**config.mk**
```make
export PLATFORM = sky130hd
export DESIGN_NAME = alu_unit_flat
export DESIGN_NICKNAME = d
export VERILOG_FILES = /design/src/source/core_pkg.sv /design/src/source/isa_pkg.sv /design/src/source/core_ifs.sv /design/src/source/alu_unit.sv /design/src/flat_wrapper.sv
export SDC_FILE = /design/constraint.sdc
export NUM_CORES = 1
export LEC_CHECK = 0
export CAP_MARGIN = 30
export CORE_AREA = 2 2 172 174
export DETAILED_ROUTE_END_ITERATION = 6
export DIE_AREA = 0 0 174 176
export DONT_BUFFER_PORTS = 1
export MAX_ROUTING_LAYER = met4
export PLACE_DENSITY = 0.63
export SLEW_MARGIN = 20
export SYNTH_ARGS = -nofsm -noshare
export SYNTH_HDL_FRONTEND = slang
export SYNTH_SLANG_ARGS = --single-unit
```
**constraint.sdc**
```tcl
create_clock -name clk -period 3.9 [get_ports clk]
set_input_delay 0.195 -clock clk [delete_from_list [all_inputs] [get_ports clk]]
set_output_delay 0.195 -clock clk [all_outputs]
set_load 0.01 [all_outputs]
```
**src/source/core_pkg.sv**
```systemverilog
package core_pkg;

    // Datapath width
    localparam int XLEN          = 32;
    localparam int NUM_ARCH_REGS = 32;

    // Window sizes
    localparam int ROB_DEPTH     = 16;
    // One spare physical register per ROB slot
    localparam int NUM_PHYS_REGS = NUM_ARCH_REGS + ROB_DEPTH;
    // Also the sender's starting credit count
    localparam int IQ_DEPTH      = 8;
    localparam int RS_ENTRIES    = 4;

    // Index widths
    localparam int TAG_W         = $clog2(NUM_PHYS_REGS);
    localparam int ROB_ID_W      = $clog2(ROB_DEPTH);

    typedef logic [XLEN-1:0]     word_t;
    typedef logic [4:0]          arch_reg_t;
    typedef logic [TAG_W-1:0]    phys_tag_t;
    typedef logic [ROB_ID_W-1:0] rob_id_t;

endpackage

```
**src/source/isa_pkg.sv**
```systemverilog
package isa_pkg;

    // ALU opcodes, register forms first
    typedef enum logic [3:0] {
        OP_ADD, OP_SUB, OP_AND, OP_OR, OP_XOR,
        OP_SLL, OP_SRL, OP_SRA, OP_SLT, OP_SLTU,
        // Immediate forms
        OP_ADDI, OP_ANDI, OP_ORI, OP_XORI
    } alu_op_e;

    // Immediate replaces rs2 for these
    function automatic logic uses_imm(input alu_op_e op);
        return (op == OP_ADDI) || (op == OP_ANDI) || (op == OP_ORI) || (op == OP_XORI);
    endfunction

    // Shift amount from low 5 bits of operand b
    function automatic logic [4:0] shamt(input logic [31:0] operand);
        return operand[4:0];
    endfunction

endpackage

```
**src/source/core_ifs.sv**
```systemverilog


// Single result bus, no back-pressure
interface cdb_if;
    import core_pkg::*;

    logic      valid;
    phys_tag_t tag;
    rob_id_t   rob_id;
    word_t     value;

    modport drive  (output valid, tag, rob_id, value);
    modport listen (input  valid, tag, rob_id, value);
endinterface

```
**src/source/alu_unit.sv**
```systemverilog
module alu_unit (
    input  logic                clk,
    input  logic                rst,
    input  logic                issue_valid,
    input  isa_pkg::alu_op_e    issue_op,
    input  core_pkg::word_t     issue_imm,
    input  core_pkg::phys_tag_t issue_dst,
    input  core_pkg::rob_id_t   issue_rob_id,
    input  core_pkg::word_t     rs1_data,
    input  core_pkg::word_t     rs2_data,
    cdb_if.drive                cdb
);
    import core_pkg::*;
    import isa_pkg::*;

    word_t      op_b;
    word_t      result;
    logic [4:0] sh;

    assign op_b = uses_imm(issue_op) ? issue_imm : rs2_data;
    assign sh   = shamt(op_b);

    always_comb begin
        case (issue_op)
            OP_ADD, OP_ADDI: result = rs1_data + op_b;
            OP_SUB:          result = rs1_data - op_b;
            OP_AND, OP_ANDI: result = rs1_data & op_b;
            OP_OR, OP_ORI:   result = rs1_data | op_b;
            OP_XOR, OP_XORI: result = rs1_data ^ op_b;
            OP_SLL:          result = rs1_data << sh;
            OP_SRL:          result = rs1_data >> sh;
            OP_SRA:          result = word_t'($signed(rs1_data) >>> sh);
            // Compares give 1 or 0
            OP_SLT:          result = word_t'($signed(rs1_data) < $signed(op_b));
            OP_SLTU:         result = word_t'(rs1_data < op_b);
            default:         result = '0;
        endcase
    end

    // Broadcast one cycle after issue
    always_ff @(posedge clk) begin
        if (rst) begin
            cdb.valid <= 1'b0;
        end else begin
            cdb.valid <= issue_valid;
        end
    end

    always_ff @(posedge clk) begin
        cdb.tag    <= issue_dst;
        cdb.rob_id <= issue_rob_id;
        cdb.value  <= result;
    end

endmodule

```
**src/flat_wrapper.sv**
```systemverilog
// flat-port wrapper written by rule: the top's interface ports become plain ports
module alu_unit_flat import core_pkg::*; import isa_pkg::*;
  (clk, rst, issue_valid, issue_op, issue_imm, issue_dst, issue_rob_id, rs1_data, rs2_data, cdb_valid, cdb_tag, cdb_rob_id, cdb_value);
  cdb_if cdb_i ();
  input  logic clk;
  input  logic rst;
  input  logic issue_valid;
  input  isa_pkg::alu_op_e issue_op;
  input  core_pkg::word_t issue_imm;
  input  core_pkg::phys_tag_t issue_dst;
  input  core_pkg::rob_id_t issue_rob_id;
  input  core_pkg::word_t rs1_data;
  input  core_pkg::word_t rs2_data;
  output wire logic [$bits(cdb_i.valid)-1:0] cdb_valid;
  output wire logic [$bits(cdb_i.tag)-1:0] cdb_tag;
  output wire logic [$bits(cdb_i.rob_id)-1:0] cdb_rob_id;
  output wire logic [$bits(cdb_i.value)-1:0] cdb_value;
  assign cdb_valid = cdb_i.valid;
  assign cdb_tag = cdb_i.tag;
  assign cdb_rob_id = cdb_i.rob_id;
  assign cdb_value = cdb_i.value;
  alu_unit u_core (.clk(clk), .rst(rst), .issue_valid(issue_valid), .issue_op(issue_op), .issue_imm(issue_imm), .issue_dst(issue_dst), .issue_rob_id(issue_rob_id), .rs1_data(rs1_data), .rs2_data(rs2_data), .cdb(cdb_i));
endmodule
```
* Word-level counts from Yosys, hierarchy flattened
Index checks and enable logic that the tools add are counted. Widths: inputs -> output; s select.
Cells by class: reductions and logical operators 8, bitwise gates (word level) 3, $add $sub $neg 2, eq/ne operators 13, $lt $le $gt $ge 2, shift-type cells 3, muxes and demuxes 2
Operator list (count):
- $pmux 32 s10 | 1
- $lt 32x32->1 | 2
- $add 32x32->32 | 1
- $and 32x32->32 | 1
- $mux 32 | 1
- $or 32x32->32 | 1
- $shl 32x5->32 | 1
- $shr 32x5->32 | 1
- $sshr 32x5->32 | 1
- $sub 32x32->32 | 1
- $xor 32x32->32 | 1
- $eq 4x4->1 const B | 6
- $eq 4x3->1 const B | 4
- $eq 4x2->1 const B | 2
- $reduce_or 2->1 | 4
- $eq 4x1->1 const B | 1
- $logic_not 4->1 | 1
- $logic_or 1x1->1 | 3
Word-level totals: input bits 113, register bits after elaboration 43, output and inout port bits 43, word-level logic and storage cells 37

* Longest topological paths before layout
Gate-level depths: netlist of the first run.
depth in word-level cells 7, depth in mapped cells 21, gate-level depth less buffers 16

* Worst setup path after synthesis of the first run
OpenSTA, ideal clock, no wires.
path type input to register, start point input port issue_op[1], end point register u_core.cdb.value[31], setup time 0.120 ns, data arrival time 4.131 ns, stages 20, path slack -0.350 ns, buffers on the path 5, required time 3.780 ns, cells stage by stage buf_4 -> xor2_2 -> buf_6 -> nand3_1 -> and2_1 -> buf_2 -> inv_2 -> clkbuf_1 -> clkbuf_1 -> ha_1 -> a21oi_1 -> a21o_1 -> a211oi_1 -> nor4bb_1 -> o31ai_1 -> o31a_1 -> a211oi_1 -> nor2_1 -> a311o_1 -> o31a_1
Between the ends: longest elaborated chain between the ends 7, elaborated cells between the ends (all ways) 31, classes of those cells 2 x add/sub; 13 x eq/ne; 3 x shift; 2 x mux; 3 x bitwise; 8 x reduce/logical
RTL lines:
- start: declaration | line flat_wrapper.sv:8 | input isa_pkg::alu_op_e issue_op;
- $eq 4x4->1 | line isa_pkg.sv:13, alu_unit.sv:24
- $logic_or 1x1->1 (3 in a row) | line isa_pkg.sv:13 | return (op == OP_ADDI) || (op == OP_ANDI) || (op == OP_ORI) || (op == OP_XORI);
- $mux 32 | line alu_unit.sv:20 | assign op_b = uses_imm(issue_op) ? issue_imm : rs2_data;
- $sub 32x32->32 (tied with other cells) | line alu_unit.sv:26 | OP_SUB: result = rs1_data - op_b;
- $pmux 32 s10 (*) | line alu_unit.sv:24 | case (issue_op)
- named net u_core.result[31] | line alu_unit.sv:17 | word_t result;
- end signal: assignment | line alu_unit.sv:52 | cdb.value <= result;
- end: declaration | line core_ifs.sv:12 | modport drive (output valid, tag, rob_id, value);
The timed path passes the listed nets; every way through them passes the cells marked *. A chain may end at the register's enable or synchronous reset.

* Final worst setup path of the first run
start point input port issue_op[1], end point register u_core.cdb.value[29]
Same word-level chain as after synthesis.

==> results.md, run 1 <==
- Setup crit end: u_core.cdb.value[29]
- IO Pins: 156
- Sw Share: 0.529
- Top_reg_cell synth: dfxtp_1
- Final nets: 1892
- Initial antenna violation count: 3
- Post-Synthesis Cells: 1576
- Layout area overhead: 19.6%
- Multiplexer share of the synthesized area: 0.0754
- Crit-path slowest cell: o31a_1
- Largest net degree at the start of global routing: 59
- Clk sink count: 43
- Slew headroom: 0.313
- Final ANT Viol Nets: 0
- Dpl hpwl: 49.0 mm
- H-Tree Depth: 2
- Endpoints failing hold: 0
- Post-Route Utilization: 0.427
- Hold_ws: 0.0393 ns
- Worst path depth: 19
- CTS Buf Count: 5
- Critical Path RT: 4.08 ns
- Share of layout cells above drive strength 1: 0.166
- Total negative slack: 0 ns
- Synth Area in Simple Gates: 0.244
- FP Rows: 62
- Commonest cells after routing, fill and taps aside: 208 x nand2_1, 208 x buf_4, 154 x a21oi_1
- Tcrit/Tclk final: 0.946
- Final Instance Count excl. Fillers: 2076
- PortBufs: 0
- Warning count from the yosys run: 0
- Placed inst area: 0.0119 mm2
- CP Class: in2reg
- Pre-antenna DRT Iters: 6
- Clock transition at path regs: 0.07 ns
- Tot Pwr: 3.70 mW
- Final setup margin: 0.210 ns
- CTS tree: built
- Psw: 1.96 mW
- Max-cap violations: 0
- CP max stage delay: 0.30 ns
- GP Congestion: 1.10
- Die width: 174 um
- Peak supply drop: 177 uV
- Via density per instance: 6.63
- Worst endpoint data arrival time: 3.87 ns
- Synthesized area per cell: 6.47 um2
- GR Util All Layers: 0.396
- Worst Max-Slew Pin Slew: 1.02 ns
- Starting Density: 0.357
- Pre-CTS setup slack: -0.302 ns
- Crit path launch: issue_op[1]
- Critical path peak fanout: 9
- Most frequent cell on the critical path: buf_4
- # setup viols final: 0
- Outcome: completed
- Yosys cell types: 82
- Sequential Power Share: 0.166
- Clock group share of total power: 0.130
- Vias: 13761
- CP Capture Type: flop
- Final Cell Area: 0.0122 mm2
- Share of the synthesized area in the top cell type: 0.112
- First-pass GRT wire length: 87.6 mm
- Pwr Density: 303 mW/mm2
- Asr flop ratio synth: 0
- Grt ovf: 0
- Fin crit period: 3.69 ns
- Hold crit path type: in2reg
- Area contributors post-synth: ha_1 11%, dfxtp_1 8.4%, a21oi_1 7.7%
- Die Y: 176 um
- Seq/Total Area, Yosys: 0.0844
- Crit path max-delay family: compound AO/OA/AOI/OAI gates
- Synth Area in XOR/XNOR: 0.0161
- Crit-path cells: xnor2_2, o21ai_0, buf_4, and2_2, inv_2, ha_1, a21oi_2, a21o_1, a211oi_1, buf_4, nor4bb_1, buf_4, o31ai_1, o31a_1, buf_4, a31oi_1, nor3_1, nor4b_2, nand3_1
- Cell Int Power: 1.74 mW
- Drt first-iter violations: 1824
- P_leak: 5.37 nW
- Post-Synth Adder-Cell Area: 0.114
- Compound-cell area share of the yosys netlist: 0.379
- Largest family of logic cells by synthesized area: compound AO/OA/AOI/OAI gates
- Mapped cell area: 0.0102 mm2
- Logic pwr share: 0.704
- Yosys top cell by area: ha_1
- DR WL/cell: 29.3 um
- RSZ-0062 raised after global routing: false
- CTS root buf: clkbuf_16
- Buf+Inv Stages, Crit Path: 5
- Post-CTS Setup Bufs: 0
- Vias in the first global route: 12730
- Startpoint Class: input port
- Peak Freq: 271 MHz
- Routed wire length: 60.8 mm
- Net Count, Synth: 1781
- Clk buf depth: 2
- Post-synth EDFFs: 0
- Yosys reg bits: 43
- Die footprint: 0.0306 mm2
- Placed cells: 2052
- Core area: 0.0285 mm2
- Slew Viols, Final: 0
- DRC: 0
Yosys cell counts, types with 11 or more instances:
master and count:
nand2_1 208, a21oi_1 156, nor2_1 139, o21ai_0 114
inv_1 96, ha_1 91, clkbuf_1 82, nand3_1 53
dfxtp_1 43, nor3_1 43, mux2i_1 42, a211oi_1 36
o211ai_1 32, a31oi_1 31, a21o_1 23, a221oi_1 23
nand2b_1 23, o31ai_1 20, o22ai_1 19, a22oi_1 18
buf_1 17, buf_2 17, and3_1 13, nor4_1 13
o221ai_1 13, a221o_1 11, mux2_2 11, nand4_1 11
what timing repair did:
item / in CTS / in global routing
resized for setup: 0 / 10
endpoints found under the hold margin: 11 / 0
setup endpoints to repair: 0 / 6
hold buffers: 11 / 0
layer usage:
layer / wire length, um / up-vias / global-route usage
li1: - / 6030 / -
met1: 25800 / 6540 / 0.545
met2: 24800 / 1056 / 0.568
met3: 8010 / 135 / 0.0982
met4: 2210 / 0 / 0.120
met5: 0 / - / -
power groups by stage:
stage | registers (mW) | clock network (mW) | logic, mW
finish | 0.615 | 0.480 | 2.60
global route | 0.622 | 0.502 | 2.75
CTS | 0.617 | 0.489 | 2.48
detailed placement | 0.627 | 0 | 2.46
global placement | 0.625 | 0 | 2.48
floorplan | 0.598 | 0 | 1.44
state kept, by name, indices dropped and copies added (netlist names):
register and count:
u_core.cdb.valid 1, u_core.cdb.rob_id 4, u_core.cdb.tag 6, u_core.cdb.value 32
final cells by class:
cell class	count	area (um2)
Timing Repair Buffer	226	1800
Sequential cell	43	861
Clock buffer	5	125
Clock inverter	3	23.8
Multi-Input combinational cell	1311	8520
Inverter	100	375
Fill cell	3134	16300
Antenna cell	4	10.0
Tap cell	384	480
logic make-up after synthesis:
group,after synthesis
AO/OA/AOI/OAI,589
XOR/XNOR,17
adder cells (fa/ha/maj),92
buffers and inverters,222
flip-flops,43
multiplexers,63
AND/OR/NAND/NOR,550
how the worst min path moves through the flow:
| stage | start | end | slack (ns) | depth (start not counted) |
|---|---|---|---|---|
| 2_1_floorplan | issue_rob_id[0] | u_core.cdb.rob_id[0] | 0.22 | 0 |
| 3_3_place_gp | issue_rob_id[1] | u_core.cdb.rob_id[1] | 0.22 | 0 |
| 3_5_place_dp | issue_dst[3] | u_core.cdb.tag[3] | 0.22 | 0 |
| 4_1_cts | issue_valid | u_core.cdb.valid | 0.04 | 1 |
| 5_1_grt | issue_valid | u_core.cdb.valid | 0.04 | 1 |
| 6_report | issue_valid | u_core.cdb.valid | 0.04 | 1 |
(Power assumes the default switching activity.)
==> run 2, diff against run 1 <==
--- a/config.mk
+++ b/config.mk
@@ -10,6 +10,7 @@
 export DETAILED_ROUTE_END_ITERATION = 6
 export DIE_AREA = 0 0 174 176
 export DONT_BUFFER_PORTS = 1
+export GPL_TIMING_DRIVEN = 0
 export MAX_ROUTING_LAYER = met4
 export PLACE_DENSITY = 0.63
 export SLEW_MARGIN = 20
==> constraint.sdc (replaced) <==
create_clock -name clk -period 3.9 [get_ports clk]
set_input_delay 0.78 -clock clk [delete_from_list [all_inputs] [get_ports clk]]
set_output_delay 0.78 -clock clk [all_outputs]
set_load 0.01 [all_outputs]
==> results.md, run 2 (same netlist as run 1, synthesis figures left out) <==
- Drt first-iter violations: 2533
- Routed wire length: 73.5 mm
- Placed inst area: 0.0111 mm2
- Post-Route Utilization: 0.494
- Tcrit/Tclk final: 1.10
- GR Util All Layers: 0.467
- Endpoints failing hold: 0
- Clock transition at path regs: 0.07 ns
- Clk sink count: 43
- Startpoint Class: input port
- Core area: 0.0285 mm2
- Fin crit period: 4.30 ns
- Top Metal Used: met4
- H-Tree Depth: 2
- Critical Path RT: 4.12 ns
- Vias: 15022
- First-pass GRT wire length: 101 mm
- Initial antenna violation count: 3
- CTS tree: built
- Starting Density: 0.357
- Dpl hpwl: 56.1 mm
- CTS Buf Count: 5
- Fillers: 2880
- Via density per instance: 7.18
- Met3 WL: 10.1 mm
- Pwr Density: 314 mW/mm2
- Peak supply drop: 186 uV
- Worst endpoint data arrival time: 4.52 ns
- CP Capture Type: flop
- Final nets: 1910
- Met1 WL: 26.9 mm
- Final Cell Area: 0.0141 mm2
- Die footprint: 0.0306 mm2
- Commonest cells after routing, fill and taps aside: 190 x nand2_1, 129 x nor2_1, 119 x a21oi_1
- IO Pins: 156
- DRC: 2
- Layout area overhead: 38.4%
- Pre-antenna DRT Iters: 7
- Routed wl met2: 29.9 mm
- Grt ovf: 0
- Clk buf depth: 2
- Slew Viols, Final: 0
- Tot Pwr: 4.43 mW
- Die width: 174 um
- Worst Max-Slew Pin Slew: 1.07 ns
- RSZ-0062 raised after global routing: true
- Biggest regs: u_core.cdb.value x32, u_core.cdb.tag x6, u_core.cdb.rob_id x4
- CTS root buf: clkbuf_16
- Pre-CTS setup slack: -1.90 ns
- Most flops, register: u_core.cdb.value
- Failing checks: design-rule violations, negative setup slack
- Final setup margin: -0.397 ns
- Peak Freq: 233 MHz
- PortBufs: 0
- DR WL/cell: 35.1 um
- Hold crit path type: in2reg
- Die Y: 176 um
- CP Class: in2reg
- Placed cells: 1963
- Critical path peak fanout: 10
- Final Instance Count excl. Fillers: 2093
- Largest net degree at the start of global routing: 16
- Vias in the first global route: 13889
- Final ANT Viol Nets: 0
- Commonest non-fill, non-tap cell in the layout: nand2_1
- Outcome: finished with violations
- Max-cap violations: 0
- # setup viols final: 28
- P_leak: 5.64 nW
- Slew headroom: 0.285
- Share of layout cells above drive strength 1: 0.283
- FP Rows: 62
- GP Congestion: 1.13
- Max reg flops: 32
- Hold_buf cts: 0
[run 2: final cells by class]
type                            count  area [um2]  share of cell area
Multi-Input combinational cell   1311       10200               0.720
Timing Repair Buffer              130        1110              0.0784
Buffer                            114         945              0.0669
Sequential cell                    43         861              0.0610
Tap cell                          384         480              0.0340
Inverter                          100         408              0.0289
Clock buffer                        5         125             0.00886
Clock inverter                      3        23.8             0.00168
Antenna cell                        3        7.51            0.000532
[run 2: where the power goes]
group,switching [mW],internal (mW),total (mW)
clock,0.244,0.241,0.485
combinational,2.12,1.22,3.34
sequential,0.0772,0.525,0.602
[run 2: metal layers]
| layer | up-vias | global-route usage |
|---|---|---|
| li1 | 6102 | - |
| met4 | 0 | 0.286 |
| met2 | 1375 | 0.687 |
| met1 | 7058 | 0.548 |
| met3 | 487 | 0.162 |
| met5 | - | - |
[run 2: final timing paths]
check                        from                    to  slack (ns)  depth (start not counted)
setup / recovery      issue_op[1]  u_core.cdb.value[24]       -0.40                         10
hold / removal    issue_rob_id[3]  u_core.cdb.rob_id[3]        0.49                          0
[run 2: through the flow]
step	TNS (ns)	hold slack [ns]
after floorplan	-1.10	0.808
after global placement	-35.70	0.808
after detailed placement	-33.54	0.808
after CTS	-3.65	0.477
after global routing	-5.92	0.477
final	-5.56	0.486
[run 2: repair_timing]
item / 4_1_cts / 5_1_grt
hold endpoints to repair: 0 / 0
buffers inserted: 89 / 38
resized for setup: 263 / 197
endpoints found under the setup margin: 30 / 32
gates cloned: 2 / 0
pin swaps: 69 / 97
[run 2: critical path: stages]
cell and delay (ns):
buf_12 0.12, buf_4 0.16, nand2b_1 0.31, or3_1 0.38, clkbuf_1 0.36, nor2_1 0.67, buf_4 0.31, clkdlybuf4s15_1 0.76
o211ai_1 0.40, o211ai_1 0.25
==> run 3, diff against run 2 <==
==> constraint.sdc (replaced) <==
create_clock -name clk -period 3.9 [get_ports clk]
set_input_delay 1.17 -clock clk [delete_from_list [all_inputs] [get_ports clk]]
set_output_delay 1.17 -clock clk [all_outputs]
set_load 0.01 [all_outputs]
==> results.md, run 3 (same netlist as run 1, synthesis figures left out) <==
- Outcome: finished with violations
- Drt first-iter violations: 2649
- Clk buf depth: 2
- Die width: 174 um
- Grt ovf: 0
- Starting Density: 0.357
- Via density per instance: 7.19
- PortBufs: 0
- CP Capture Type: flop
- Sequential cell area: 861 um2
- IO Pins: 156
- Share of layout cells above drive strength 1: 0.321
- Vias: 15287
- Final Instance Count excl. Fillers: 2126
- Initial antenna violation count: 2
- Peak supply drop: 205 uV
- First-pass GRT wire length: 104 mm
- Vias in the first global route: 13964
- Most flops, register: u_core.cdb.value
- Final setup margin: -0.733 ns
- Worst Max-Slew Pin Slew: 1.10 ns
- Critical path peak fanout: 6
- Largest net degree at the start of global routing: 15
- Worst endpoint data arrival time: 4.83 ns
- Multi-input gate area: 0.0105 mm2
- Biggest regs: u_core.cdb.value x32, u_core.cdb.tag x6, u_core.cdb.rob_id x4
- GP Congestion: 1.18
- Die footprint: 0.0306 mm2
- P_leak: 5.91 nW
- Layout area overhead: 44.8%
- Max-cap violations: 0
- H-Tree Depth: 2
- Placed cells: 1963
- Core area: 0.0285 mm2
- Final ANT Viol Nets: 0
- CTS Buf Count: 5
- CTS tree: built
- Hold crit path type: in2reg
- Fillers: 2744
- RSZ-0062 raised after global routing: true
- Commonest cells after routing, fill and taps aside: 179 x nand2_1, 128 x buf_4, 126 x nor2_1
- Dpl hpwl: 56.8 mm
- Max reg flops: 32
- Clk sink count: 43
- Routed wire length: 76.4 mm
- Total negative slack: -15.35 ns
- Slew Viols, Final: 0
- CTS root buf: clkbuf_16
- Pre-CTS setup slack: -2.16 ns
- CP Class: in2reg
- FP Rows: 62
- Peak Freq: 216 MHz
- Die Y: 176 um
- Fin crit period: 4.63 ns
- # setup viols final: 32
- DR WL/cell: 36.0 um
- Pwr Density: 316 mW/mm2
- Clock transition at path regs: 0.07 ns
- Final nets: 1943
- Endpoints failing hold: 0
- DRC: 24
- Pre-antenna DRT Iters: 7
- GR Util All Layers: 0.487
- Startpoint Class: input port
- Failing checks: design-rule violations, negative setup slack
- Critical Path RT: 4.09 ns
- Tcrit/Tclk final: 1.19
- Commonest non-fill, non-tap cell in the layout: nand2_1
- Slew headroom: 0.265
-- run 3: cell types whose count changed in the layout (fill, tap and decap cells not counted), moves of 5 or more --
cell	change
buf_4	+21
buf_6	+13
nand2_1	-11
ha_4	+10
o21ai_2	-10
ha_1	-8
o21ai_4	+8
buf_2	+7
nand2_2	+7
clkbuf_2	+6
buf_1	-5
clkbuf_1	-5
nor2_4	+5
-- run 3: area by class of cell --
| class | count | share of cell area |
|---|---|---|
| repair buffers | 167 | 0.0968 |
| flip-flops and latches | 43 | 0.0583 |
| plain buffers | 110 | 0.0596 |
| clock buffers | 5 | 0.00847 |
| multi-input cells | 1311 | 0.713 |
| diodes | 3 | 0.000508 |
| well taps | 384 | 0.0325 |
| clock inverters | 3 | 0.00297 |
| inverters | 100 | 0.0280 |
-- run 3: critical path, stage by stage --
cell and delay [ns]:
buf_12 0.11, xor2_4 0.17, buf_6 0.15, nand2_8 0.07
clkbuf_16 0.19, clkbuf_16 0.16, nand2_4 0.07, nand2_4 0.06
inv_4 0.07, ha_4 0.23, and3_4 0.22, a31oi_4 0.21
o21ai_4 0.09, nor4bb_4 0.44, o31ai_2 0.11, o31a_1 0.37
a211oi_2 0.29, nor2_1 0.08, a311o_1 0.28, o31a_1 0.27
-- run 3: per-layer routing --
layer / part of all wire / GRT usage
met3: 0.14 / 0.154
met5: 0 / -
met4: 0.094 / 0.285
met2: 0.40 / 0.711
met1: 0.36 / 0.589
-- run 3: final timing paths --
check / startpoint / endpoint / slack, ns / depth (start not counted)
hold / removal: issue_rob_id[0] / u_core.cdb.rob_id[0] / 0.88 / 0
setup / recovery: issue_op[2] / u_core.cdb.value[31] / -0.73 / 20
-- run 3: through the flow --
step	hold slack (ns)	area, um2	total power, mW	utilization
after floorplan	1.20	10700	2.15	-
after global placement	1.20	11200	3.04	0.391
after detailed placement	1.20	11200	3.01	0.392
after CTS	0.881	13800	4.18	0.484
after global routing	0.878	14800	4.75	0.517
final	0.879	14800	4.66	0.517
-- run 3: report_power, final --
group          leakage [nW]  internal, mW  switching, mW  total (mW)
logic                  5.47          1.30           2.23        3.53
clock network        0.0838         0.304          0.230       0.533
registers             0.362         0.525         0.0780       0.603
total                  5.91          2.13           2.53        4.66
-- run 3: repair_timing --
action	CTS	global route
hold buffers	0	0
gates resized for setup	336	177
endpoints found under the setup margin	32	32
pin swaps	99	125
cloned	4	0
setup buffers	110	51
