## config.mk

```make
export PLATFORM = sky130hd
export DESIGN_NAME = issue_queue_flat
export DESIGN_NICKNAME = d
export VERILOG_FILES = /design/src/source/core_pkg.sv /design/src/source/isa_pkg.sv /design/src/source/core_ifs.sv /design/src/source/issue_queue.sv /design/src/flat_wrapper.sv
export SDC_FILE = /design/constraint.sdc
export NUM_CORES = 1
export LEC_CHECK = 0
export BUFFER_PORTS_ARGS = -buffer_cell sky130_fd_sc_hd__buf_4
export CORE_ASPECT_RATIO = 1.4
export CORE_UTILIZATION = 45
export CTS_BUF_LIST = sky130_fd_sc_hd__clkbuf_4 sky130_fd_sc_hd__clkbuf_8
export CTS_CLUSTER_DIAMETER = 30
export DETAILED_ROUTE_END_ITERATION = 10
export GPL_ROUTABILITY_DRIVEN = 1
export HOLD_SLACK_MARGIN = 0.06
export PLACE_DENSITY = 0.66
export REMOVE_ABC_BUFFERS = 1
export SETUP_SLACK_MARGIN = 0.02
export SLEW_MARGIN = 25
export SYNTH_ARGS = -nofsm -noshare
export SYNTH_HDL_FRONTEND = slang
export SYNTH_SLANG_ARGS = --single-unit
export TNS_END_PERCENT = 5
```

## constraint.sdc

```tcl
create_clock -name clk -period 7.95 [get_ports clk]
set_input_delay 0.795 -clock clk [delete_from_list [all_inputs] [get_ports clk]]
set_output_delay 0.795 -clock clk [all_outputs]
set_load 0.01 [all_outputs]
```

## src/source/core_pkg.sv

```systemverilog
package core_pkg;

    // Datapath width
    localparam int XLEN          = 32;
    localparam int NUM_ARCH_REGS = 32;

    // Window sizes
    localparam int ROB_DEPTH     = 16;
    // One spare physical register per ROB slot
    localparam int NUM_PHYS_REGS = NUM_ARCH_REGS + ROB_DEPTH;
    // Also the sender's starting credit count
    localparam int IQ_DEPTH      = 8;
    localparam int RS_ENTRIES    = 4;

    // Index widths
    localparam int TAG_W         = $clog2(NUM_PHYS_REGS);
    localparam int ROB_ID_W      = $clog2(ROB_DEPTH);

    typedef logic [XLEN-1:0]     word_t;
    typedef logic [4:0]          arch_reg_t;
    typedef logic [TAG_W-1:0]    phys_tag_t;
    typedef logic [ROB_ID_W-1:0] rob_id_t;

endpackage

```

## src/source/isa_pkg.sv

```systemverilog
package isa_pkg;

    // ALU opcodes, register forms first
    typedef enum logic [3:0] {
        OP_ADD, OP_SUB, OP_AND, OP_OR, OP_XOR,
        OP_SLL, OP_SRL, OP_SRA, OP_SLT, OP_SLTU,
        // Immediate forms
        OP_ADDI, OP_ANDI, OP_ORI, OP_XORI
    } alu_op_e;

    // Immediate replaces rs2 for these
    function automatic logic uses_imm(input alu_op_e op);
        return (op == OP_ADDI) || (op == OP_ANDI) || (op == OP_ORI) || (op == OP_XORI);
    endfunction

    // Shift amount from low 5 bits of operand b
    function automatic logic [4:0] shamt(input logic [31:0] operand);
        return operand[4:0];
    endfunction

endpackage

```

## src/source/core_ifs.sv

```systemverilog
// Rename to reservation station
interface dispatch_if;
    import core_pkg::*;
    import isa_pkg::*;

    logic      valid;
    alu_op_e   op;
    word_t     imm;
    phys_tag_t dst;
    phys_tag_t src1;
    phys_tag_t src2;
    logic      src1_rdy;
    logic      src2_rdy;
    rob_id_t   rob_id;

    modport rename (output valid, op, imm, dst, src1, src2, src1_rdy, src2_rdy, rob_id);
    modport issue  (input  valid, op, imm, dst, src1, src2, src1_rdy, src2_rdy, rob_id);
endinterface


// Single result bus, no back-pressure
interface cdb_if;
    import core_pkg::*;

    logic      valid;
    phys_tag_t tag;
    rob_id_t   rob_id;
    word_t     value;

    modport drive  (output valid, tag, rob_id, value);
    modport listen (input  valid, tag, rob_id, value);
endinterface

```

## src/source/issue_queue.sv

```systemverilog
module issue_queue (
    input  logic                clk,
    input  logic                rst,
    output logic                full,
    output logic                issue_valid,
    output isa_pkg::alu_op_e    issue_op,
    output core_pkg::word_t     issue_imm,
    output core_pkg::phys_tag_t issue_dst,
    output core_pkg::rob_id_t   issue_rob_id,
    output core_pkg::phys_tag_t rd_addr1,
    output core_pkg::phys_tag_t rd_addr2,
    dispatch_if.issue           disp,
    cdb_if.listen               cdb
);
    import core_pkg::*;
    import isa_pkg::*;

    typedef logic [$clog2(RS_ENTRIES)-1:0] slot_idx_t;

    logic      slot_valid [RS_ENTRIES];
    alu_op_e   slot_op    [RS_ENTRIES];
    word_t     slot_imm   [RS_ENTRIES];
    phys_tag_t slot_dst   [RS_ENTRIES];
    phys_tag_t slot_src1  [RS_ENTRIES];
    phys_tag_t slot_src2  [RS_ENTRIES];
    logic      slot_rdy1  [RS_ENTRIES];
    logic      slot_rdy2  [RS_ENTRIES];
    rob_id_t   slot_rob   [RS_ENTRIES];

    slot_idx_t wr_idx;
    slot_idx_t iss_idx;

    // Lowest free slot and lowest ready slot
    always_comb begin
        full        = 1'b1;
        wr_idx      = '0;
        issue_valid = 1'b0;
        iss_idx     = '0;
        // Walk down so the lowest index wins
        for (int i = RS_ENTRIES - 1; i >= 0; i--) begin
            if (!slot_valid[i]) begin
                full   = 1'b0;
                wr_idx = slot_idx_t'(i);
            end
            if (slot_valid[i] && slot_rdy1[i] && slot_rdy2[i]) begin
                issue_valid = 1'b1;
                iss_idx     = slot_idx_t'(i);
            end
        end
    end

    assign issue_op     = slot_op[iss_idx];
    assign issue_imm    = slot_imm[iss_idx];
    assign issue_dst    = slot_dst[iss_idx];
    assign issue_rob_id = slot_rob[iss_idx];
    // PRF read happens in the issue cycle
    assign rd_addr1     = slot_src1[iss_idx];
    assign rd_addr2     = slot_src2[iss_idx];

    // Occupancy
    always_ff @(posedge clk) begin
        if (rst) begin
            for (int i = 0; i < RS_ENTRIES; i++) begin
                slot_valid[i] <= 1'b0;
            end
        end else begin
            if (issue_valid) begin
                slot_valid[iss_idx] <= 1'b0;
            end
            // Free slot is never the issuing one
            if (disp.valid) begin
                slot_valid[wr_idx] <= 1'b1;
            end
        end
    end

    // Slot contents and bus wakeup
    always_ff @(posedge clk) begin
        for (int i = 0; i < RS_ENTRIES; i++) begin
            if (cdb.valid && slot_src1[i] == cdb.tag) begin
                slot_rdy1[i] <= 1'b1;
            end
            if (cdb.valid && slot_src2[i] == cdb.tag) begin
                slot_rdy2[i] <= 1'b1;
            end
        end
        if (disp.valid) begin
            slot_op[wr_idx]   <= disp.op;
            slot_imm[wr_idx]  <= disp.imm;
            slot_dst[wr_idx]  <= disp.dst;
            slot_src1[wr_idx] <= disp.src1;
            slot_src2[wr_idx] <= disp.src2;
            slot_rob[wr_idx]  <= disp.rob_id;
            // Catch a broadcast the PRF has not yet recorded
            slot_rdy1[wr_idx] <= disp.src1_rdy || (cdb.valid && disp.src1 == cdb.tag);
            slot_rdy2[wr_idx] <= disp.src2_rdy || (cdb.valid && disp.src2 == cdb.tag);
        end
    end

endmodule

```

## src/flat_wrapper.sv

```systemverilog
// flat-port wrapper written by rule: the top's interface ports become plain ports
module issue_queue_flat import core_pkg::*; import isa_pkg::*;
  (clk, rst, full, issue_valid, issue_op, issue_imm, issue_dst, issue_rob_id, rd_addr1, rd_addr2, disp_valid, disp_op, disp_imm, disp_dst, disp_src1, disp_src2, disp_src1_rdy, disp_src2_rdy, disp_rob_id, cdb_valid, cdb_tag, cdb_rob_id, cdb_value);
  dispatch_if disp_i ();
  cdb_if cdb_i ();
  input  logic clk;
  input  logic rst;
  output logic full;
  output logic issue_valid;
  output isa_pkg::alu_op_e issue_op;
  output core_pkg::word_t issue_imm;
  output core_pkg::phys_tag_t issue_dst;
  output core_pkg::rob_id_t issue_rob_id;
  output core_pkg::phys_tag_t rd_addr1;
  output core_pkg::phys_tag_t rd_addr2;
  input wire logic [$bits(disp_i.valid)-1:0] disp_valid;
  input wire logic [$bits(disp_i.op)-1:0] disp_op;
  input wire logic [$bits(disp_i.imm)-1:0] disp_imm;
  input wire logic [$bits(disp_i.dst)-1:0] disp_dst;
  input wire logic [$bits(disp_i.src1)-1:0] disp_src1;
  input wire logic [$bits(disp_i.src2)-1:0] disp_src2;
  input wire logic [$bits(disp_i.src1_rdy)-1:0] disp_src1_rdy;
  input wire logic [$bits(disp_i.src2_rdy)-1:0] disp_src2_rdy;
  input wire logic [$bits(disp_i.rob_id)-1:0] disp_rob_id;
  input wire logic [$bits(cdb_i.valid)-1:0] cdb_valid;
  input wire logic [$bits(cdb_i.tag)-1:0] cdb_tag;
  input wire logic [$bits(cdb_i.rob_id)-1:0] cdb_rob_id;
  input wire logic [$bits(cdb_i.value)-1:0] cdb_value;
  assign disp_i.valid = disp_valid;
  assign disp_i.op = disp_op;
  assign disp_i.imm = disp_imm;
  assign disp_i.dst = disp_dst;
  assign disp_i.src1 = disp_src1;
  assign disp_i.src2 = disp_src2;
  assign disp_i.src1_rdy = disp_src1_rdy;
  assign disp_i.src2_rdy = disp_src2_rdy;
  assign disp_i.rob_id = disp_rob_id;
  assign cdb_i.valid = cdb_valid;
  assign cdb_i.tag = cdb_tag;
  assign cdb_i.rob_id = cdb_rob_id;
  assign cdb_i.value = cdb_value;
  issue_queue u_core (.clk(clk), .rst(rst), .full(full), .issue_valid(issue_valid), .issue_op(issue_op), .issue_imm(issue_imm), .issue_dst(issue_dst), .issue_rob_id(issue_rob_id), .rd_addr1(rd_addr1), .rd_addr2(rd_addr2), .disp(disp_i), .cdb(cdb_i));
endmodule
```

== After elaboration in Yosys (flattened, before gate mapping) ==
Memory sizes are Yosys's and may differ from the RTL's.
Index checks and enable logic that the tools add are counted.
Cells by class
  multiplexer cells: 47
  eq/ne operators: 10
  reductions and logical operators: 22
Operators by type and width (count)
  $eq 6x6->1: 10
  $mux 1: 37
  $mux 2: 10
  $logic_and 1x1->1: 18
  $logic_or 1x1->1: 2
  $reduce_or 1->1: 2
Storage, ports and cells
  RAM bits: 244
  register bits after elaboration: 0
  memories kept: 9
  output and inout bits: 60
Memory list
  u_core.slot_imm: words 4, bits a word 32, read ports 1, clocked after memory_dff 0, wr ports 1, RTL line issue_queue.sv:22  | word_t slot_imm [RS_ENTRIES];
  u_core.slot_dst: words 4, bits a word 6, read ports 1, clocked after memory_dff 0, wr ports 1, RTL line issue_queue.sv:23  | phys_tag_t slot_dst [RS_ENTRIES];
  u_core.slot_src1: words 4, bits a word 6, read ports 5, clocked after memory_dff 0, wr ports 1, RTL line issue_queue.sv:24  | phys_tag_t slot_src1 [RS_ENTRIES];
  u_core.slot_src2: words 4, bits a word 6, read ports 5, clocked after memory_dff 0, wr ports 1, RTL line issue_queue.sv:25  | phys_tag_t slot_src2 [RS_ENTRIES];
  u_core.slot_op: words 4, bits a word 4, read ports 1, clocked after memory_dff 0, wr ports 1, RTL line issue_queue.sv:21  | alu_op_e slot_op [RS_ENTRIES];
  u_core.slot_rob: words 4, bits a word 4, read ports 1, clocked after memory_dff 0, wr ports 1, RTL line issue_queue.sv:28  | rob_id_t slot_rob [RS_ENTRIES];
  +3 memories

== Logic depth before layout (Yosys ltp) ==
Gate-level depths: netlist of the first run.
  word-level depth: 11
  gate-level depth with buffers: 7
  depth with buffers taken out: 4

== Worst setup path after synthesis of the first run ==
No wires, ideal clock.
  kind: in2reg
  from: input port disp_valid
  to: memory u_core.slot_rdy1[2]
  path buffers: 0
  cell stages on the path: 3
  path slack: 1.777 ns
  data arrival time: 5.799 ns
  cells stage by stage: nand2_1 > nor3b_1 > a22oi_1
RTL lines
  start, declared: RTL line flat_wrapper.sv:16  | input wire logic [$bits(disp_i.valid)-1:0] disp_valid;
  end, declared: RTL line issue_queue.sv:26  | logic slot_rdy1 [RS_ENTRIES];

==> impl_metrics.toml, run 1 <==
[drt]
drt_iter0_markers = 433
wl_per_cell_um = 20.9
vias_per_cell = 5.71
antenna_left = 0
finalWirelength_um = 22400
vias = 6111
drc = 0
drt_first_pass_iters = 5

[placement]
dp_hpwl_um = 12300
place_congestion = 0.782
dp.cells = 1005
port_buffers = 129
place_ws_ns = 4.90

[timing]
fin_crit_sh_pct = 44.5
period_needed_ns = 3.54
tightest_slew_ns = 0.973
final_hold_viol_count = 0
max_slew_margin_pct = 35.1
finalSetupViolations = 0
slew_viol_final = 0
finalSetupTns_ns = 0
fmax_mhz = 282
finalClockSkew_ns = 0.0202
grt_setup_unrepaired = "false"
postLayoutSetupSlackWorst_ns = 4.41

[pwr]
p_clk_share_pct = 39.5
p_comb_share_pct = 8.8
power.total_uw = 2870
power_leakage_uw = 0.00402
p_sw_uw = 640
seq_power_share_pct = 51.7
powerDensity_nw_per_um2 = 244
netSwitchingFraction_pct = 22.3
power.internal_uw = 2230
ir_worst_vdd_uv = 167

[final_layout]
multi_input_area_um2 = 2360
drive_gt1_share_pct = 26.1
mostFrequentLayoutCell = "edfxtp_1"
area_growth_pct = 20.4
final_cells = 1071
nNetsFinal = 891
seqCellArea_um2 = 7210
final_core_util_pct = 55.5
n_antenna_cell = 0
final_cell_mix = "232 x edfxtp_1, 139 x buf_4, 62 x a21oi_1, 61 x nand3_1, 61 x nand2_1"
fillCellCount = 1697

[setup_path]
crit_chain = "nand3_4 > nor2b_4 > buf_4 > a221o_1 > buf_4"
critPathArrivalTime_ns = 2.75
cp-start-kind = "register"
crit_top_cell = "buf_4"
cp-end-kind = "output port"
cp_top_family = "simple AND/OR/NAND/NOR gates"
crit_required_ns = 7.15
crit_type = "reg -> out"
slowest_stage = "buf_4"
cp_slowest_stage_delay_ns = 0.57
critPathBufInv = 2
crit_path_max_fanout = 38

[grt]
grt_max_degree = 64
antenna_found_initial = 0
gr-total-overflow = 0
grt_use_total_pct = 20.2
grt_pass1_wl_um = 34500
grt_pass1_vias = 6354

[floorplanning]
core_um2 = 21200
die_x_um = 127
start_util_pct = 46.1
num_rows = 63
ios = 166
dieArea_um2 = 22300
die_h_um = 176

[clock_network]
postCtsResizedCells = 0
numCtsBuffers = 38
clock_sinks = 244
clk_pin_slew_worst_paths_ns = 0.07
clock_latency_ns = 0.52
clock_path_buffers = 3
cts_tree = "done"
ctsHoldBuffers = 0
cts-root-buf = "clkbuf_8"
htreeDepth = 2
post_cts_buffers = 0

[status]
status = "completed"

[logic_synthesis]
yosys_warnings = 0
synth_area_per_cell_um2 = 15.0
synth-seq-area-share_pct = 73.8
ys_ff_latch = 244
syn-cell-area_um2 = 9770
syn_inst = 651
synth_cell_types = 28
synth_top_area_share_pct = 71.3
yosys.area.top_type = "edfxtp_1"
yosys-top-cells-area = "edfxtp_1 71%, a221o_1 5.9%, a21oi_1 3.2%"

[worst_hold_path]
hp-class = "in -> reg"

[run]
drv_cap = 0
-- synthesized netlist by cell type --
library cell,number
edfxtp_1,232
a21oi_1,62
nand2_1,61
nand3_1,61
a221o_1,58
xor2_1,34
xnor2_1,26
clkbuf_1,19
buf_2,17
nor2_1,16
dfxtp_1,12
nand4_1,10
a22oi_1,8
or4_1,8
buf_4,4
buf_6,3
nand3_2,3
nor3_1,3
a41oi_1,2
and3_1,2
buf_1,2
nand2_2,2
a21boi_1,1
inv_1,1
nand2b_1,1
nand3_4,1
nor2b_4,1
nor3b_1,1
-- cells by family (layout without fill, tap and decap cells) --
logic type / after synthesis / in the layout / synth area share [%]
flip-flops: 244 / 244 / 73.8
XOR/XNOR: 60 / 60 / 5.38
buffers and inverters: 46 / 206 / 2.37
AO/OA/AOI/OAI: 131 / 131 / 9.99
AND/OR/NAND/NOR: 170 / 170 / 8.51
-- per-stage QoR --
| step | hold WS, ns | cell area [um2] |
|---|---|---|
| 2_1_floorplan | 0.502 | 9540 |
| 3_3_place_gp | 0.524 | 10900 |
| 3_5_place_dp | 0.530 | 10900 |
| 4_1_cts | 0.440 | 11800 |
| 5_1_grt | 0.448 | 11800 |
| 6_report | 0.469 | 11800 |
-- power by group through the flow --
stage                     Combinational, uW  Clock (uW)  Sequential, uW
after floorplan                         118           0            1510
after global placement                  250           0            1510
after detailed placement                254           0            1510
after CTS                               255        1160            1490
after global routing                    273        1210            1490
final                                   252        1130            1490
-- state kept, by name, summed over array words and instances (netlist names) --
signal	flops
u_core.slot_imm	128
u_core.slot_dst	24
u_core.slot_src1	24
u_core.slot_src2	24
u_core.slot_op	16
u_core.slot_rob	16
u_core.slot_rdy1	4
u_core.slot_rdy2	4
u_core.slot_valid	4
-- final cells by class --
| cell class | instances | share of cell area [%] |
|---|---|---|
| sequential | 244 | 61.2 |
| inverter | 1 | 0.0319 |
| clock buffer | 45 | 4.94 |
| tap | 260 | 2.76 |
| clock inverter | 21 | 2.07 |
| multi-input combinational | 361 | 20.1 |
| timing repair buffer | 139 | 8.87 |
-- path summary, 6_finish.rpt --
kind | cells past startpoint | end | start | slack, ns
setup / recovery | 5 | rd_addr1[2] | u_core.slot_valid[1]$_DFF_P_ | 4.41
hold / removal | 1 | u_core.slot_rob[3][1]$_DFFE_PP_ | disp_rob_id[1] | 0.47
setup reg to reg | 3 | u_core.slot_imm[2][5]$_DFFE_PP_ | u_core.slot_valid[0]$_DFF_P_ | 5.90
hold reg to reg | 2 | u_core.slot_rdy1[3]$_DFF_P_ | u_core.slot_rdy1[3]$_DFF_P_ | 0.55
-- metal layers --
metal | GRT usage [%] | vias up | routed length, um
met5 | 0 | - | 0
met2 | 36.1 | 217 | 11800
met1 | 24.2 | 3053 | 8870
li1 | - | 2806 | -
met4 | 7.23 | 0 | 452
met3 | 3.88 | 35 | 1300
Power figures use the tool's default switching activity.
==> inputs of run 2 (changes only) <==
clock period = 3.4 ns   (was 7.95 ns; I/O delays follow)
==> run 2 against run 1 <==
Compared with the run above: clock power up 120%; critical path type unchanged; hold slack worse by 0.23 ns; global-route usage up 0.73 points; sequential power up 130%; count of clock-buffer cells in the layout up 5; cell count up 5.9%; flip-flop and latch count unchanged; die area unchanged; via count up 3.9%.
==> impl_metrics.toml, run 2 (synthesis gave the netlist of run 1 again) <==
[drt]
vias = 6348
vias_per_cell = 5.60
drt_iter0_markers = 523
drt_first_pass_iters = 5
wl_per_cell_um = 20.2
finalWirelength_um = 22900
antenna_left = 0
drc = 0

[worst_hold_path]
hp-class = "in -> reg"

[grt]
grt_pass1_vias = 6539
grt_use_total_pct = 20.9
grt_pass1_wl_um = 35900
gr-total-overflow = 0
antenna_found_initial = 0
grt_max_degree = 64

[placement]
place_congestion = 0.772
dp_hpwl_um = 12700
dp.cells = 1007
port_buffers = 129

[timing]
slew_viol_final = 0
tightest_slew_ns = 0.986
final_hold_viol_count = 0
max_slew_margin_pct = 34.3
worst_hold_slack_ns = 0.241
fmax_mhz = 333
grt_setup_unrepaired = "false"
fin_crit_sh_pct = 88.3
finalClockSkew_ns = 0.0245
period_needed_ns = 3.00
finalSetupViolations = 0

[final_layout]
mostFrequentLayoutCell = "edfxtp_1"
top_register = "u_core.slot_imm"
final_core_util_pct = 58.3
drive_gt1_share_pct = 24.7
nNetsFinal = 953
largest_reg_flops = 128
n_antenna_cell = 0
final_cells = 1134
area_growth_pct = 26.6
final_cell_mix = "232 x edfxtp_1, 137 x buf_4, 62 x a21oi_1, 61 x nand3_1, 61 x nand2_1"

[pwr]
p_comb_share_pct = 9.9
power_leakage_uw = 0.00426
ir_worst_vdd_uv = 257
p_sw_uw = 1500
power.internal_uw = 5090
seq_power_share_pct = 52.8
p_clk_share_pct = 37.3
netSwitchingFraction_pct = 22.7
powerDensity_nw_per_um2 = 532
power.total_uw = 6580

[clock_network]
clock_sinks = 244
clock_path_buffers = 3
clock_latency_ns = 0.52
cts_tree = "done"
htreeDepth = 2
numCtsBuffers = 39
clk_pin_slew_worst_paths_ns = 0.06
cts-root-buf = "clkbuf_8"

[floorplanning]
dieArea_um2 = 22300
start_util_pct = 46.1
num_rows = 63
ios = 166
die_x_um = 127
core_um2 = 21200
die_h_um = 176

[setup_path]
crit_required_ns = 3.06
critPathArrivalTime_ns = 2.66
cp-start-kind = "register"
crit_type = "reg -> out"
crit_path_max_fanout = 38
cp-end-kind = "output port"

[status]
status = "completed"

[run]
drv_cap = 0
-- run 2: cell count changes in the layout (fill, tap and decap cells not counted), sizes merged --
cell and change:
dlygate4sd3 +59, clkbuf +5, bufinv -3, buf +2, clkinvlp +1, inv -1
-- run 2: power groups by stage --
stage               Combinational [uW]  Sequential (uW)  Clock [uW]
finish                             651             3470        2460
global route                       702             3480        2640
CTS                                660             3480        2510
detailed placement                 601             3540           0
global placement                   592             3530           0
floorplan                          276             3530           0
-- run 2: path summary, 6_finish.rpt --
check	depth (start not counted)	endpoint	slack, ns	start
setup reg to reg	3	u_core.slot_imm[0][27]$_DFFE_PP_	1.32	u_core.slot_valid[1]$_DFF_P_
setup / recovery	6	issue_imm[30]	0.40	u_core.slot_valid[1]$_DFF_P_
hold reg to reg	2	u_core.slot_rdy2[2]$_DFF_P_	0.55	u_core.slot_rdy2[2]$_DFF_P_
hold / removal	3	u_core.slot_rdy2[0]$_DFF_P_	0.24	disp_src2_rdy
-- run 2: timing repair --
action / 4_1_cts / 5_1_grt
endpoints found under the hold margin: 236 / 0
hold buffers: 59 / 0
buffers inserted: 0 / 0
resized for setup: 0 / 0
-- run 2: critical path, stage by stage, from the launching register on --
cell	delay [ns]
dfxtp_1	0.50
nand3_4	0.18
nand3_2	0.10
nand2_2	0.31
buf_4	0.43
a221o_1	0.45
buf_4	0.16
-- run 2: final cells by class --
cell class / instances / area [um2]
Inverter: 1 / 3.75
Multi-Input combinational cell: 361 / 2360
Clock inverter: 18 / 148
Tap cell: 260 / 325
Sequential cell: 244 / 7210
Timing Repair Buffer: 200 / 1700
Fill cell: 1671 / 8840
Clock buffer: 50 / 619
-- run 2: through the flow --
stage / instance area, um2 / setup slack [ns] / TNS [ns]
global placement: 11000 / 0.960 / 0
floorplan: 9540 / -2.38 / -291.55
finish: 12400 / 0.398 / 0
CTS: 12400 / 0.333 / 0
detailed placement: 11000 / 0.883 / 0
global route: 12400 / 0.256 / 0
-- run 2: layer usage --
layer,GRT usage (%),vias up,wire [um]
met1,25.6,3171,9200
met5,0,-,0
met4,7.68,0,506
met3,3.24,40,1240
li1,-,2936,-
met2,37.3,201,12000
==> inputs of run 3 (changes only) <==
BUFFER_PORTS_ARGS = unset   (was -buffer_cell sky130_fd_sc_hd__buf_4)
DONT_BUFFER_PORTS = 1   (was unset)
PLACE_DENSITY = unset   (was 0.66)
==> run 3 against run 2 <==
Compared with the run above: via count decreased by 5.6%; total power decreased by 2.8%; register-to-register slack got worse by 0.03 ns; critical endpoint is now rd_addr1[3]; routed wire length increased by 1.2%; cell count decreased by 10%; utilization decreased by 4.4 points; non-clock buffer count decreased by 125; setup slack improved by 0.16 ns; first-iteration DRC count decreased by 18%; clock power about the same; clock skew increased by 0.0037 ns; largest power group unchanged.
==> impl_metrics.toml, run 3 (synthesis gave the netlist of run 1 again) <==
[status]
status = "completed"

[floorplanning]
die_x_um = 127
ios = 166
dieArea_um2 = 22300
die_h_um = 176
num_rows = 63
core_um2 = 21200
start_util_pct = 46.1

[grt]
antenna_found_initial = 0
gr-total-overflow = 0
grt_pass1_vias = 6285
grt_max_degree = 61
grt_use_total_pct = 20.9
grt_pass1_wl_um = 35200

[drt]
vias_per_cell = 5.90
vias = 5994
wl_per_cell_um = 22.8
finalWirelength_um = 23200
drc = 0
antenna_left = 0
drt_iter0_markers = 427
drt_first_pass_iters = 5

[final_layout]
final_cell_mix = "232 x edfxtp_1, 62 x a21oi_1, 61 x nand3_1, 61 x nand2_1, 60 x dlygate4sd3_1"
final_cells = 1016
n_antenna_cell = 0
drive_gt1_share_pct = 12.7
nNetsFinal = 830
seqCellArea_um2 = 7210
top_register = "u_core.slot_imm"
mostFrequentLayoutCell = "edfxtp_1"
fillCellCount = 1724
largest_reg_flops = 128
multi_input_area_um2 = 2360
area_growth_pct = 17.0

[timing]
finalSetupTns_ns = 0
worst_hold_slack_ns = 0.0836
postLayoutSetupSlackWorst_ns = 0.558
max_slew_margin_pct = 45.3
fin_crit_sh_pct = 83.6
fmax_mhz = 352
grt_setup_unrepaired = "false"
final_hold_viol_count = 0
finalClockSkew_ns = 0.0282
slew_viol_final = 0
period_needed_ns = 2.84
tightest_slew_ns = 0.820
finalSetupViolations = 0

[placement]
place_ws_ns = 1.10
dp_hpwl_um = 12800
port_buffers = 0
place_congestion = 0.784
dp.cells = 881

[pwr]
ir_worst_vdd_uv = 353
powerDensity_nw_per_um2 = 560
power.total_uw = 6400
power_leakage_uw = 0.00366

[setup_path]
slowest_stage = "buf_4"
crit_type = "reg -> out"
cp-start-kind = "register"
cp_slowest_stage_delay_ns = 0.62
crit_chain = "nand3_2 > nand2_2 > buf_4 > a221o_1"
critPathBufInv = 1
crit_path_max_fanout = 48
critPathArrivalTime_ns = 2.50
cp_top_family = "buffers and inverters"
crit_required_ns = 3.06
cp-end-kind = "output port"

[clock_network]
clk_pin_slew_worst_paths_ns = 0.06
numCtsBuffers = 41
clock_sinks = 244
cts_tree = "done"
postCtsResizedCells = 0
cts-root-buf = "clkbuf_8"
clock_path_buffers = 3
post_cts_buffers = 0
clock_latency_ns = 0.55
htreeDepth = 2

[run]
drv_cap = 0

[worst_hold_path]
hp-class = "in -> reg"
==> run 3: cell types whose count changed in the layout (fill, tap and decap cells not counted), sizes merged <==
cell | previous run | this run
buf | 141 | 15
clkinv | 12 | 18
clkinvlp | 3 | 7
bufinv | 2 | 0
clkbuf | 50 | 49
dlygate4sd3 | 59 | 60
==> run 3: path summary, 6_finish.rpt <==
check                           slack (ns)                          from                                to  depth (start not counted)
worst max register to register        1.29  u_core.slot_valid[1]$_DFF_P_  u_core.slot_src2[0][2]$_DFFE_PP_                          3
worst max-delay path                  0.56  u_core.slot_valid[0]$_DFF_P_                       rd_addr1[3]                          4
worst min-delay path                  0.08                 disp_src1_rdy       u_core.slot_rdy1[3]$_DFF_P_                          2
worst min register to register        0.53   u_core.slot_rdy1[3]$_DFF_P_       u_core.slot_rdy1[3]$_DFF_P_                          2
==> run 3: report_power, final <==
| part | leakage (uW) | total [uW] | switching [uW] | internal [uW] |
|---|---|---|---|---|
| clock network | 0.000393 | 2440 | 1190 | 1250 |
| registers | 0.00223 | 3470 | 56.5 | 3420 |
| logic | 0.00103 | 482 | 294 | 188 |
| total | 0.00366 | 6400 | 1540 | 4850 |
==> run 3: metrics by stage <==
step                      cell area (um2)  util [%]
after CTS                           11400      53.9
after floorplan                      9540         -
after detailed placement            10100      47.4
after global placement              10100      47.4
final                               11400      53.9
after global routing                11400      53.9
==> run 3: area by class of cell <==
cell class                 count  share of cell area, %
clock buffer                  49                   5.46
tap                          260                   2.85
clock inverter                26                   1.37
sequential                   244                   63.0
inverter                       1                 0.0328
multi-input combinational    361                   20.7
timing repair buffer          75                   6.57
==> run 3: layer usage <==
layer	part of all wire (%)	vias to the layer above	GRT usage, %
li1	-	2696	-
met4	3.4	0	9.94
met2	53	220	37.4
met5	0	-	0
met3	7.0	60	5.24
met1	37	3018	23.1
==> run 3: worst register-to-register path: cells and delay by family, from the launching register on <==
kind                   cells  cell delay, ns
DFF                        1            0.50
and+or+nand+nor            1            0.21
AOI/OAI and AO/OA          1            0.64
buffers and inverters      1            0.40
==> run 3: timing repair <==
action | CTS | global route
endpoints found under the setup margin | 0 | 0
hold endpoints to repair | 240 | 0
hold buffers | 60 | 0
